[config.mk]
export PLATFORM = sky130hd
export DESIGN_NAME = w_word_buffer
export DESIGN_NICKNAME = d
export VERILOG_FILES = /design/src/rtl/upsize_pkg.sv /design/src/rtl/w_word_buffer.sv
export SDC_FILE = /design/constraint.sdc
export NUM_CORES = 1
export LEC_CHECK = 0
export ABC_AREA = 1
export BUFFER_PORTS_ARGS = -buffer_cell sky130_fd_sc_hd__buf_2
export CAP_MARGIN = 20
export CORE_MARGIN = 2
export CORE_UTILIZATION = 44
export DETAILED_ROUTE_END_ITERATION = 16
export PLACE_DENSITY_LB_ADDON = 0.3
export SLEW_MARGIN = 25
export SYNTH_ARGS = -nofsm -noshare
export SYNTH_HDL_FRONTEND = slang
export SYNTH_SLANG_ARGS = --single-unit
[constraint.sdc]
create_clock -name clk_i -period 1.5 [get_ports clk_i]
set_input_delay 0 -clock clk_i [delete_from_list [all_inputs] [get_ports clk_i]]
set_output_delay 0 -clock clk_i [all_outputs]
set_load 0.01 [all_outputs]
[src/rtl/upsize_pkg.sv]
/* Fixed 32-bit to 64-bit write upsizer widths and AXI field types.
   Only the write path fields the converter handles are defined. */
`default_nettype none

package upsize_pkg;

  // ----------------------------------------------------------
  // Widths
  // ----------------------------------------------------------
  localparam int unsigned ADDR_WIDTH        = 32;
  localparam int unsigned ID_WIDTH          = 4;
  localparam int unsigned NARROW_DATA_WIDTH = 32;
  localparam int unsigned WIDE_DATA_WIDTH   = 64;
  localparam int unsigned NARROW_BYTES      = NARROW_DATA_WIDTH / 8;
  localparam int unsigned WIDE_BYTES        = WIDE_DATA_WIDTH / 8;

  // ----------------------------------------------------------
  // AXI field types
  // ----------------------------------------------------------
  typedef logic [ADDR_WIDTH-1:0]        addr_t;
  typedef logic [ID_WIDTH-1:0]          id_t;
  typedef logic [7:0]                   len_t;
  typedef logic [2:0]                   size_t;
  typedef logic [3:0]                   cache_t;
  typedef logic [1:0]                   resp_t;
  typedef logic [NARROW_DATA_WIDTH-1:0] narrow_data_t;
  typedef logic [NARROW_BYTES-1:0]      narrow_strb_t;
  typedef logic [WIDE_DATA_WIDTH-1:0]   wide_data_t;
  typedef logic [WIDE_BYTES-1:0]        wide_strb_t;

  // Size code of one full wide beat
  localparam size_t  WIDE_SIZE        = 3'd3;
  // Modifiable bit of AxCACHE
  localparam cache_t CACHE_MODIFIABLE = 4'b0010;

  typedef enum logic [1:0] {
    BURST_FIXED = 2'b00,
    BURST_INCR  = 2'b01,
    BURST_WRAP  = 2'b10
  } burst_e;

  // Write FSM state, also selects how beats are merged
  typedef enum logic [1:0] {
    MODE_IDLE        = 2'b00,
    MODE_PASSTHROUGH = 2'b01,
    MODE_INCR_UPSIZE = 2'b10
  } wr_mode_e;

endpackage

`default_nettype wire

[src/rtl/w_word_buffer.sv]
/* Single wide W word register; accepts a new merge in the cycle it is read.
   Bytes with a low strobe keep stale data and are masked by out_w_strb. */
`default_nettype none

module w_word_buffer import upsize_pkg::*; (
  input  logic       clk_i,
  input  logic       rst_ni,

  input  wide_data_t lane_data,
  input  wide_strb_t lane_strb,
  input  logic       lane_write,
  input  logic       word_flush,
  input  logic       word_last,

  output logic       buf_ready,

  output wide_data_t out_w_data,
  output wide_strb_t out_w_strb,
  output logic       out_w_last,
  output logic       out_w_valid,
  input  logic       out_w_ready,

  output logic       burst_done
);

  wide_data_t data_q;
  wide_strb_t strb_q;
  logic       last_q;
  logic       valid_q;
  logic       accept;

  assign accept    = valid_q && out_w_ready;
  assign buf_ready = !valid_q || out_w_ready;

  // ----------------------------------------------------------
  // Strobe, last and valid
  // ----------------------------------------------------------
  always_ff @(posedge clk_i or negedge rst_ni) begin
    if (!rst_ni) begin
      strb_q  <= '0;
      last_q  <= 1'b0;
      valid_q <= 1'b0;
    end else begin
      if (lane_write) begin
        // Merge on top of an empty word when the old one leaves now
        strb_q <= (accept ? '0 : strb_q) | lane_strb;
      end else if (accept) begin
        strb_q <= '0;
      end
      if (word_flush) begin
        valid_q <= 1'b1;
        last_q  <= word_last;
      end else if (accept) begin
        valid_q <= 1'b0;
        last_q  <= 1'b0;
      end
    end
  end

  always_ff @(posedge clk_i) begin
    for (int b = 0; b < WIDE_BYTES; b++) begin
      if (lane_write && lane_strb[b]) begin
        data_q[8*b +: 8] <= lane_data[8*b +: 8];
      end
    end
  end

  assign out_w_data  = data_q;
  assign out_w_strb  = strb_q;
  assign out_w_last  = last_q;
  assign out_w_valid = valid_q;

  assign burst_done = accept && last_q;

endmodule

`default_nettype wire

==> flow_metrics.py <==
metrics = {
    "worst_setup_path": {
        "endpoint_kind": "flop",
        "critPathBufInv": 2,
        "worstPathCellList": "inv_1 -> o21ai_0 -> dlygate4sd3_1",
        "crit_arrival_ns": 1.43,
        "criticalPathCategory": "reg2reg",
        "cp_max_fo": 3,
        "critPathRequiredTime_ns": 1.70,
        "slowest_stage": "dlygate4sd3_1",
        "timing.critical_path.from_type": "flop",
        "cp_top_family": "buffers and inverters",
        "cp_slowest_stage_delay_ns": 0.56,
    },
    "synthesis": {
        "synth-seq-area-share_pct": 92.7,
        "yosysWarnings": 0,
        "synth_top_cell_by_area": "edfxtp_1",
        "avgSynthCellArea_sq_um": 20.0,
        "synth.top_cell.area_share_pct": 82.1,
        "synth-seq-cells": 74,
        "yosys-top-cells-area": "edfxtp_1 82%, dfrtp_1 11%, nand2_1 4.2%",
        "syn_nets": 195,
        "postSynthCellCount": 117,
        "netlist_area_sq_um": 2340,
        "ys_types": 10,
    },
    "grt": {
        "grt_pass1_vias": 2130,
        "grt_max_degree": 12,
        "grt_pass1_wl_um": 10500,
        "grt_use_total_pct": 23.8,
        "antenna_found_initial": 0,
        "grt-ovfl-total": 0,
    },
    "cts": {
        "clock_latency_ns": 0.33,
        "h-tree-depth": 3,
        "clock_sinks": 74,
        "root_buffer": "clkbuf_8",
        "clockBufferDepth": 2,
        "cts_inserted_buffers": 9,
        "cts.clk_slew.worst_paths_ns": 0.07,
        "cts_tree": "done",
    },
    "final_layout": {
        "layout_commonest_cell": "buf_2",
        "nNetsFinal": 435,
        "final_cell_mix": "153 x buf_2, 77 x dlygate4sd3_1, 64 x edfxtp_1",
        "num_antenna_cells": 0,
        "post-route-util_pct": 81.0,
        "area_growth_pct": 76.7,
        "fin_cells": 432,
        "drive_gt1_share_pct": 45.6,
    },
    "floorplan": {
        "die-area_sq_um": 5920,
        "die_h_um": 77.0,
        "coreArea_sq_um": 5110,
        "ios": 154,
        "rows": 26,
        "die_x_um": 77.0,
        "start_util_pct": 45.9,
    },
    "sta": {
        "maxSlewHeadroom_pct": 78.2,
        "report.final.slew_viol_count": 0,
        "setup_slack_ns": 0.277,
        "setup_tns_ns": 0,
        "min_period_ns": 1.22,
        "finalSetupViolCount": 0,
        "fin_crit_sh_pct": 81.5,
        "hold_ws_ns": 0.0144,
        "worst_pin_slew_ns": 0.326,
        "hold_viol_final": 0,
        "rsz0062_at_grt": "no",
        "clock_skew_ns": 0.00747,
        "max_freq_mhz": 818,
    },
    "drt": {
        "vias": 1892,
        "ant_nets": 0,
        "dr.pass1.iters": 4,
        "drt-total-wl_um": 6660,
        "drt_iter0_drc": 100,
        "wl_per_cell_um": 15.4,
        "drc": 0,
        "viasPerCell": 4.38,
    },
    "placed_design": {
        "hpwlAfterDp_um": 3970,
        "routabilityCongestion": 0.708,
        "io_buffer_count": 153,
        "dp_slack_ns": 0.604,
        "placed_cells": 339,
    },
    "pwr": {
        "power.leakage_nw": 1.90,
        "max-vdd-ir-drop_mv": 0.755,
        "powerDensity_nw_per_um2": 1070,
    },
    "job": {
        "cap_viol_max_count": 0,
    },
    "status": {
        "status": "finished clean",
    },
    "hold_path": {
        "min_path_type": "in2reg",
    },
}
[metrics by stage]
stage / cell area, sq um / power (mW)
2_1_floorplan: 2340 / 2.63
3_3_place_gp: 3190 / 2.89
3_5_place_dp: 3190 / 2.91
4_1_cts: 4140 / 4.45
5_1_grt: 4140 / 4.60
6_report: 4140 / 4.43
[report_power, final]
part / switching [mW] / internal [mW]
sequential: 0.0463 / 2.40
clock: 0.646 / 0.757
combinational: 0.272 / 0.313
total: 0.964 / 3.47
[cells by family (layout without fill, tap and decap cells)]
kind of cell           count (synthesis)  count (layout)  synth area share [%]
AOI/OAI and AO/OA                      1               1                 0.213
buffers and inverters                 12             257                  1.98
DFF                                   74              74                  92.7
and+or+nand+nor                       30              30                  5.07
[per-layer routing]
metal	track usage (%)	share of wire (%)	vias to the layer above
met2	44.7	54	102
met4	11.5	2.3	0
met5	0	0	-
met3	6.24	7.0	15
met1	24.3	36	881
li1	-	-	894
[what timing repair did]
| item | in CTS | in global routing |
|---|---|---|
| hold buffers | 77 | 0 |
| setup buffers | 0 | 0 |
| gates resized for setup | 0 | 0 |
| hold endpoints to repair | 84 | 0 |
| endpoints found under the setup margin | 0 | 0 |
[worst reg2reg max path: cells and delay by family (launching register included)]
kind	cells	cell delay (ns)
buffers and inverters	2	0.63
flip-flops	1	0.40
AO/OA/AOI/OAI	1	0.07
[flip-flops by register name (all words and copies together) (netlist names)]
signal / flops
out_w_last: 1
out_w_valid: 1
out_w_strb: 8
out_w_data: 64
[cell type report]
class | instances | area [sq um]
well taps | 70 | 87.6
clock inverters | 4 | 42.5
fillers | 296 | 968
flip-flops and latches | 74 | 2170
inverters | 11 | 41.3
repair buffers | 230 | 1540
clock buffers | 12 | 135
multi-input cells | 31 | 124
[worst paths after layout]
kind | start | cells past startpoint | slack [ns] | to
max | out_w_valid | 3 | 0.28 | out_w_valid
min | lane_write | 3 | 0.01 | out_w_strb[7]
max reg2reg | out_w_valid | 3 | 0.28 | out_w_valid
min reg2reg | out_w_strb[7] | 2 | 0.47 | out_w_strb[7]
max in group asynchronous | rst_ni | 2 | 1.22 | out_w_strb[0]
min in group asynchronous | rst_ni | 2 | 0.06 | out_w_last
[cells in the mapped netlist, drive strengths merged]
cell type  count
edfxtp        64
nand2         27
inv           11
dfrtp         10
buf            1
nand3          1
nor2           1
o21ai          1
or2            1
(Power assumes the default switching activity.)
