`config.mk`:
```
export PLATFORM = sky130hd
export DESIGN_NAME = aw_burst_planner
export DESIGN_NICKNAME = d
export VERILOG_FILES = /design/src/rtl/upsize_pkg.sv /design/src/rtl/aw_burst_planner.sv
export SDC_FILE = /design/constraint.sdc
export NUM_CORES = 1
export LEC_CHECK = 0
export BUFFER_PORTS_ARGS = -buffer_cell sky130_fd_sc_hd__buf_2
export CAP_MARGIN = 20
export CORE_UTILIZATION = 47
export CTS_CLUSTER_SIZE = 14
export DETAILED_ROUTE_END_ITERATION = 10
export GPL_ROUTABILITY_DRIVEN = 1
export GPL_TIMING_DRIVEN = 0
export PLACE_DENSITY = 0.8
export RECOVER_POWER = 25
export SYNTH_ARGS = -nofsm -noshare
export SYNTH_HDL_FRONTEND = slang
export SYNTH_SLANG_ARGS = --single-unit
export TNS_END_PERCENT = 100
```
`constraint.sdc`:
```
create_clock -name clk_i -period 3.02 [get_ports clk_i]
set_input_delay 0.302 -clock clk_i [delete_from_list [all_inputs] [get_ports clk_i]]
set_output_delay 0.302 -clock clk_i [all_outputs]
set_load 0.1 [all_outputs]
```
`src/rtl/upsize_pkg.sv`:
```
/* Fixed 32-bit to 64-bit write upsizer widths and AXI field types.
   Only the write path fields the converter handles are defined. */
`default_nettype none

package upsize_pkg;

  // ----------------------------------------------------------
  // Widths
  // ----------------------------------------------------------
  localparam int unsigned ADDR_WIDTH        = 32;
  localparam int unsigned ID_WIDTH          = 4;
  localparam int unsigned NARROW_DATA_WIDTH = 32;
  localparam int unsigned WIDE_DATA_WIDTH   = 64;
  localparam int unsigned NARROW_BYTES      = NARROW_DATA_WIDTH / 8;
  localparam int unsigned WIDE_BYTES        = WIDE_DATA_WIDTH / 8;

  // ----------------------------------------------------------
  // AXI field types
  // ----------------------------------------------------------
  typedef logic [ADDR_WIDTH-1:0]        addr_t;
  typedef logic [ID_WIDTH-1:0]          id_t;
  typedef logic [7:0]                   len_t;
  typedef logic [2:0]                   size_t;
  typedef logic [3:0]                   cache_t;
  typedef logic [1:0]                   resp_t;
  typedef logic [NARROW_DATA_WIDTH-1:0] narrow_data_t;
  typedef logic [NARROW_BYTES-1:0]      narrow_strb_t;
  typedef logic [WIDE_DATA_WIDTH-1:0]   wide_data_t;
  typedef logic [WIDE_BYTES-1:0]        wide_strb_t;

  // Size code of one full wide beat
  localparam size_t  WIDE_SIZE        = 3'd3;
  // Modifiable bit of AxCACHE
  localparam cache_t CACHE_MODIFIABLE = 4'b0010;

  typedef enum logic [1:0] {
    BURST_FIXED = 2'b00,
    BURST_INCR  = 2'b01,
    BURST_WRAP  = 2'b10
  } burst_e;

  // Write FSM state, also selects how beats are merged
  typedef enum logic [1:0] {
    MODE_IDLE        = 2'b00,
    MODE_PASSTHROUGH = 2'b01,
    MODE_INCR_UPSIZE = 2'b10
  } wr_mode_e;

endpackage

`default_nettype wire

```
`src/rtl/aw_burst_planner.sv`:
```
/* One AW burst in flight; a new request is taken only once the mode is idle.
   Modifiable INCR bursts become full 64-bit beats, others pass unchanged. */
`default_nettype none

module aw_burst_planner import upsize_pkg::*; (
  input  logic     clk_i,
  input  logic     rst_ni,

  input  id_t      in_aw_id,
  input  addr_t    in_aw_addr,
  input  len_t     in_aw_len,
  input  size_t    in_aw_size,
  input  burst_e   in_aw_burst,
  input  cache_t   in_aw_cache,
  input  logic     in_aw_valid,
  output logic     in_aw_ready,

  output id_t      out_aw_id,
  output addr_t    out_aw_addr,
  output len_t     out_aw_len,
  output size_t    out_aw_size,
  output burst_e   out_aw_burst,
  output cache_t   out_aw_cache,
  output logic     out_aw_valid,
  input  logic     out_aw_ready,

  input  logic     burst_done,

  output logic     start,
  output addr_t    start_addr,
  output len_t     start_len,
  output size_t    start_size,
  output wr_mode_e mode
);

  wr_mode_e mode_q;
  logic     aw_valid_q;
  logic     upsize;
  logic     accept;
  addr_t    size_mask;
  addr_t    addr_first;
  addr_t    addr_final;
  len_t     wide_len;

  // Captured request
  id_t      id_q;
  addr_t    addr_q;
  len_t     len_q;
  size_t    size_q;
  len_t     out_len_q;
  size_t    out_size_q;
  burst_e   burst_q;
  cache_t   cache_q;

  // ----------------------------------------------------------
  // Wide burst length from aligned first and final addresses
  // ----------------------------------------------------------
  assign size_mask  = (addr_t'(1) << in_aw_size) - addr_t'(1);
  assign addr_first = in_aw_addr & ~addr_t'(WIDE_BYTES - 1);
  assign addr_final = ((in_aw_addr & ~size_mask) + (addr_t'(in_aw_len) << in_aw_size))
                      & ~addr_t'(WIDE_BYTES - 1);
  assign wide_len   = len_t'((addr_final - addr_first) >> WIDE_SIZE);

  assign upsize = ((in_aw_cache & CACHE_MODIFIABLE) != '0) && (in_aw_burst == BURST_INCR);

  assign in_aw_ready = (mode_q == MODE_IDLE);
  assign accept      = in_aw_valid && in_aw_ready;

  always_ff @(posedge clk_i or negedge rst_ni) begin
    if (!rst_ni) begin
      mode_q     <= MODE_IDLE;
      aw_valid_q <= 1'b0;
    end else begin
      if (accept) begin
        mode_q     <= upsize ? MODE_INCR_UPSIZE : MODE_PASSTHROUGH;
        aw_valid_q <= 1'b1;
      end else begin
        if (out_aw_valid && out_aw_ready) begin
          aw_valid_q <= 1'b0;
        end
        if (burst_done) begin
          mode_q <= MODE_IDLE;
        end
      end
    end
  end

  always_ff @(posedge clk_i) begin
    if (accept) begin
      id_t_cap: begin
        id_q       <= in_aw_id;
        addr_q     <= in_aw_addr;
        len_q      <= in_aw_len;
        size_q     <= in_aw_size;
        burst_q    <= in_aw_burst;
        cache_q    <= in_aw_cache;
        out_len_q  <= upsize ? wide_len : in_aw_len;
        out_size_q <= upsize ? WIDE_SIZE : in_aw_size;
      end
    end
  end

  assign out_aw_id    = id_q;
  assign out_aw_addr  = addr_q;
  assign out_aw_len   = out_len_q;
  assign out_aw_size  = out_size_q;
  assign out_aw_burst = burst_q;
  assign out_aw_cache = cache_q;
  assign out_aw_valid = aw_valid_q;

  // Narrow view of the burst for the W path
  assign start      = out_aw_valid && out_aw_ready;
  assign start_addr = addr_q;
  assign start_len  = len_q;
  assign start_size = size_q;
  assign mode       = mode_q;

endmodule

`default_nettype wire

```
==> metrics.md <==
| Metric | Value |
|---|---|
| Failing checks | negative setup slack |
| CTS root buffer | clkbuf_8 |
| Core ar. | just under 7000 um^2 |
| CP Class | in -> reg |
| Die Wd | 87.8 um |
| Initial antenna violation count | 0 |
| CTS buffer count | 9 |
| Max Cap Violations | 0 |
| Setup crit end kind | flip-flop |
| Post-synthesis sequential area ratio | 0.577 |
| Synth Cell Area | approximately 3500 um^2 |
| Total GRT Usage | 0.226 |
| I/O Buffers | around 160 |
| H-tree depth | 3 |
| Commonest non-fill, non-tap cell in the layout | buf_2 |
| CP arrival | approximately 3.8 ns |
| Tcrit/Tclk final | 1.24 |
| VDD IR-drop max | roughly 270 uV |
| R2r setup slk | 1.13 ns |
| Worst skew pair latency | 0.33 ns |
| Worst flop-to-flop path startpoint | mode[1] |
| Post-synth EDFFs | 64 |
| FFs w/ async S/R, synth | 0.0448 |
| PwrDens | around 730 nW/um^2 |
| Drt total wl | slightly below 9000 um |
| Period minus WS final | 3.73 ns |
| Area post-placement | ~4500 um^2 |
| Boundary pin count | 159 |
| RD Place Congestion | 0.914 |
| Synthesized instance count | about 290 |
| Register area | approximately 2000 um^2 |
| Gr ovfl total | 0 |
| Final setup viols | 7 |
| Remaining DRCs | 0 |
| DP Cell Count | around 540 |
| Slew headroom | 0.613 |
| P&R area growth vs syn | 42.8% |
| Std-Cell Rows | 30 |
| Setup TNS | -2.60 ns |
| Max-slew violation count | 0 |
| Initial DRT Pass Iterations | 4 |
| # fillers | 539 |
| Die area | 7710 um^2 |
| Final cell count without fillers | roughly 580 |
| Synth Flop Type | edfxtp_1 |
| Status | finished with violations |
| Ant. Diodes | 0 |
| TritonCTS clock tree | built |
| Post-layout util | 0.711 |
| Most frequent cells in the layout | buf_2 (140), edfxtp_1 (64), buf_4 (49) |
| Hold slack | 0.135 ns |
| Synth unique cells | 46 |
| ANT nets after route | 0 |
| Detailed Place HPWL | just under 7000 um |
| Mapped Avg Cell Area | 12.0 um^2 |
| Final Hold Vio Count | 0 |
| Worst-Margin Slew | 0.580 ns |
| Reg-to-reg critical path endpoint | out_aw_addr[10] |
| Largest net degree at the start of global routing | 40 |
| Clock sink total | 67 |
| Layout cell share with drive strength beyond 1 | 0.504 |
| Vias per cell | about 5.0 |
| Req. time, crit path | roughly 3.1 ns |
| First-pass GRT wire length | ~13,000 um |
| F_max | between 0.2 and 0.3 GHz |
| Min-delay worst type | in -> reg |
| Worst-path clk slew | roughly 0.070 ns |
| Area occupied by multi-input gates | 1240 um^2 |
| Initial Util | 0.498 |
| Critical path launch point | in_aw_size[0] |
| Die Ht | about 88 um |
| Unrepaired setup endpoints after global routing | yes |
| Drt initial violations | between 80 and 90 |
| Vias | about 2,900 |
| Final Skew | 0.00514 ns |
| Vias in the first global route | 2,682 |
| Cell area after layout | about 4900 um^2 |
| Synth warn | 0 |
| Lkg Pwr | ~2.2 nW |
| Worst Setup EP | out_aw_len[7] |
| Final WS setup | -0.710 ns |
| Synth Net Count | around 370 |
| Wire length per cell | ~15 um |
| R2R depth | 4 |
| Final net count | ~550 |
| Synthesized flop and latch total | between 60 and 70 |
| CP startpoint kind | primary input |
| Max Root-Sink Buffers | 2 |
| Max FO, Critical Path | 4 |
==> cells in the mapped netlist, types with 3 or more instances <==
cell type  instances  area, um^2
nand2_1           23        86.3
xnor2_1            8        70.1
inv_1             15        56.3
nor2_1            19        71.3
nor3_1             4        20.0
o21ai_0           16        80.1
a21oi_1           16        80.1
edfxtp_1          64        1920
clkbuf_1           7        26.3
ha_1              17         213
nand2b_1           4        25.0
buf_4             32         240
and2_1             4        25.0
xor2_1             3        26.3
mux2i_1            5        50.1
or3_1              3        18.8
o22ai_1            6        37.5
dfrtp_1            3        75.1
nor2b_1            4        25.0
==> sequential cells by signal, indices dropped and copies added, names as in the netlist <==
register,cells
mode,2
out_aw_addr,32
out_aw_burst,2
out_aw_cache,4
out_aw_id,4
out_aw_len,8
out_aw_size,3
out_aw_valid,1
start_len,8
start_size,3
==> critical path, stage by stage <==
cell and delay, ns:
buf_12 0.11, clkbuf_16 0.14, or3_4 0.37, ha_4 0.19, nor3_2 0.14, a21oi_2 0.04, o211a_1 0.26, ha_4 0.16
a21oi_1 0.15, nand2_2 0.10, a31oi_4 0.18, o21ai_2 0.09, buf_4 0.14, a31oi_2 0.17, o31ai_1 0.09, ha_2 0.18
or3_1 0.30, o22a_1 0.25, nand4_1 0.10, or3b_1 0.34
==> how the worst min path moves through the flow <==
stage / from / endpoint / depth (start not counted) / slack (ns)
CTS: in_aw_id[3] / out_aw_id[3] / 1 / 0.12
finish: in_aw_addr[22] / out_aw_addr[22] / 1 / 0.14
global route: in_aw_addr[17] / out_aw_addr[17] / 1 / 0.12
floorplan: rst_ni / mode[0] / 0 / 0.006
global placement: rst_ni / mode[0] / 1 / 0.1
detailed placement: rst_ni / mode[1] / 1 / 0.1
==> repair_timing <==
| action | in CTS | in global routing |
|---|---|---|
| setup buffers | 16 | 2 |
| resized for setup | 25 | 3 |
| setup endpoints to repair | 7 | 7 |
| hold buffers | 1 | 0 |
| pin swaps | 24 | 5 |
| endpoints found under the hold margin | 3 | 0 |
==> layer usage <==
metal | global-route usage | wire (um) | vias up
li1 | - | - | 1376
met1 | 0.243 | 3170 | 1385
met2 | 0.421 | 4820 | 116
met3 | 0.0716 | 695 | 13
met4 | 0.0686 | 124 | 0
met5 | 0 | 0 | -
==> area by class of cell <==
class | count | area share
plain buffers | 40 | 0.0606
clock buffers | 10 | 0.0258
clock inverters | 6 | 0.0231
inverters | 17 | 0.0137
multi-input cells | 162 | 0.252
flip-flops and latches | 67 | 0.404
well taps | 96 | 0.0243
repair buffers | 178 | 0.196
==> through the flow <==
| step | power [mW] | setup WS [ns] |
|---|---|---|
| after floorplan | 2.43 | -0.927 |
| after global placement | 2.65 | -1.32 |
| after detailed placement | 2.67 | -1.39 |
| after CTS | 3.62 | -0.683 |
| after global routing | 3.75 | -0.855 |
| final | 3.61 | -0.710 |
==> logic make-up (layout without fill, tap and decap cells) <==
group,after synthesis,after routing,synth area share
adder cells (fa/ha/maj),18,18,0.0673
AND/OR/NAND/NOR,70,70,0.0977
buffers and inverters,60,251,0.103
multiplexers,10,10,0.0362
AO/OA/AOI/OAI,53,53,0.0908
flip-flops,67,67,0.577
XOR/XNOR,11,11,0.0279
==> report_power, final <==
part           switching, mW  internal [mW]  leakage, nW
registers             0.0319           1.13        0.642
logic                   1.20          0.361         1.46
clock network          0.341          0.550        0.113
total                   1.58           2.04         2.21
(Power assumes the default switching activity.)
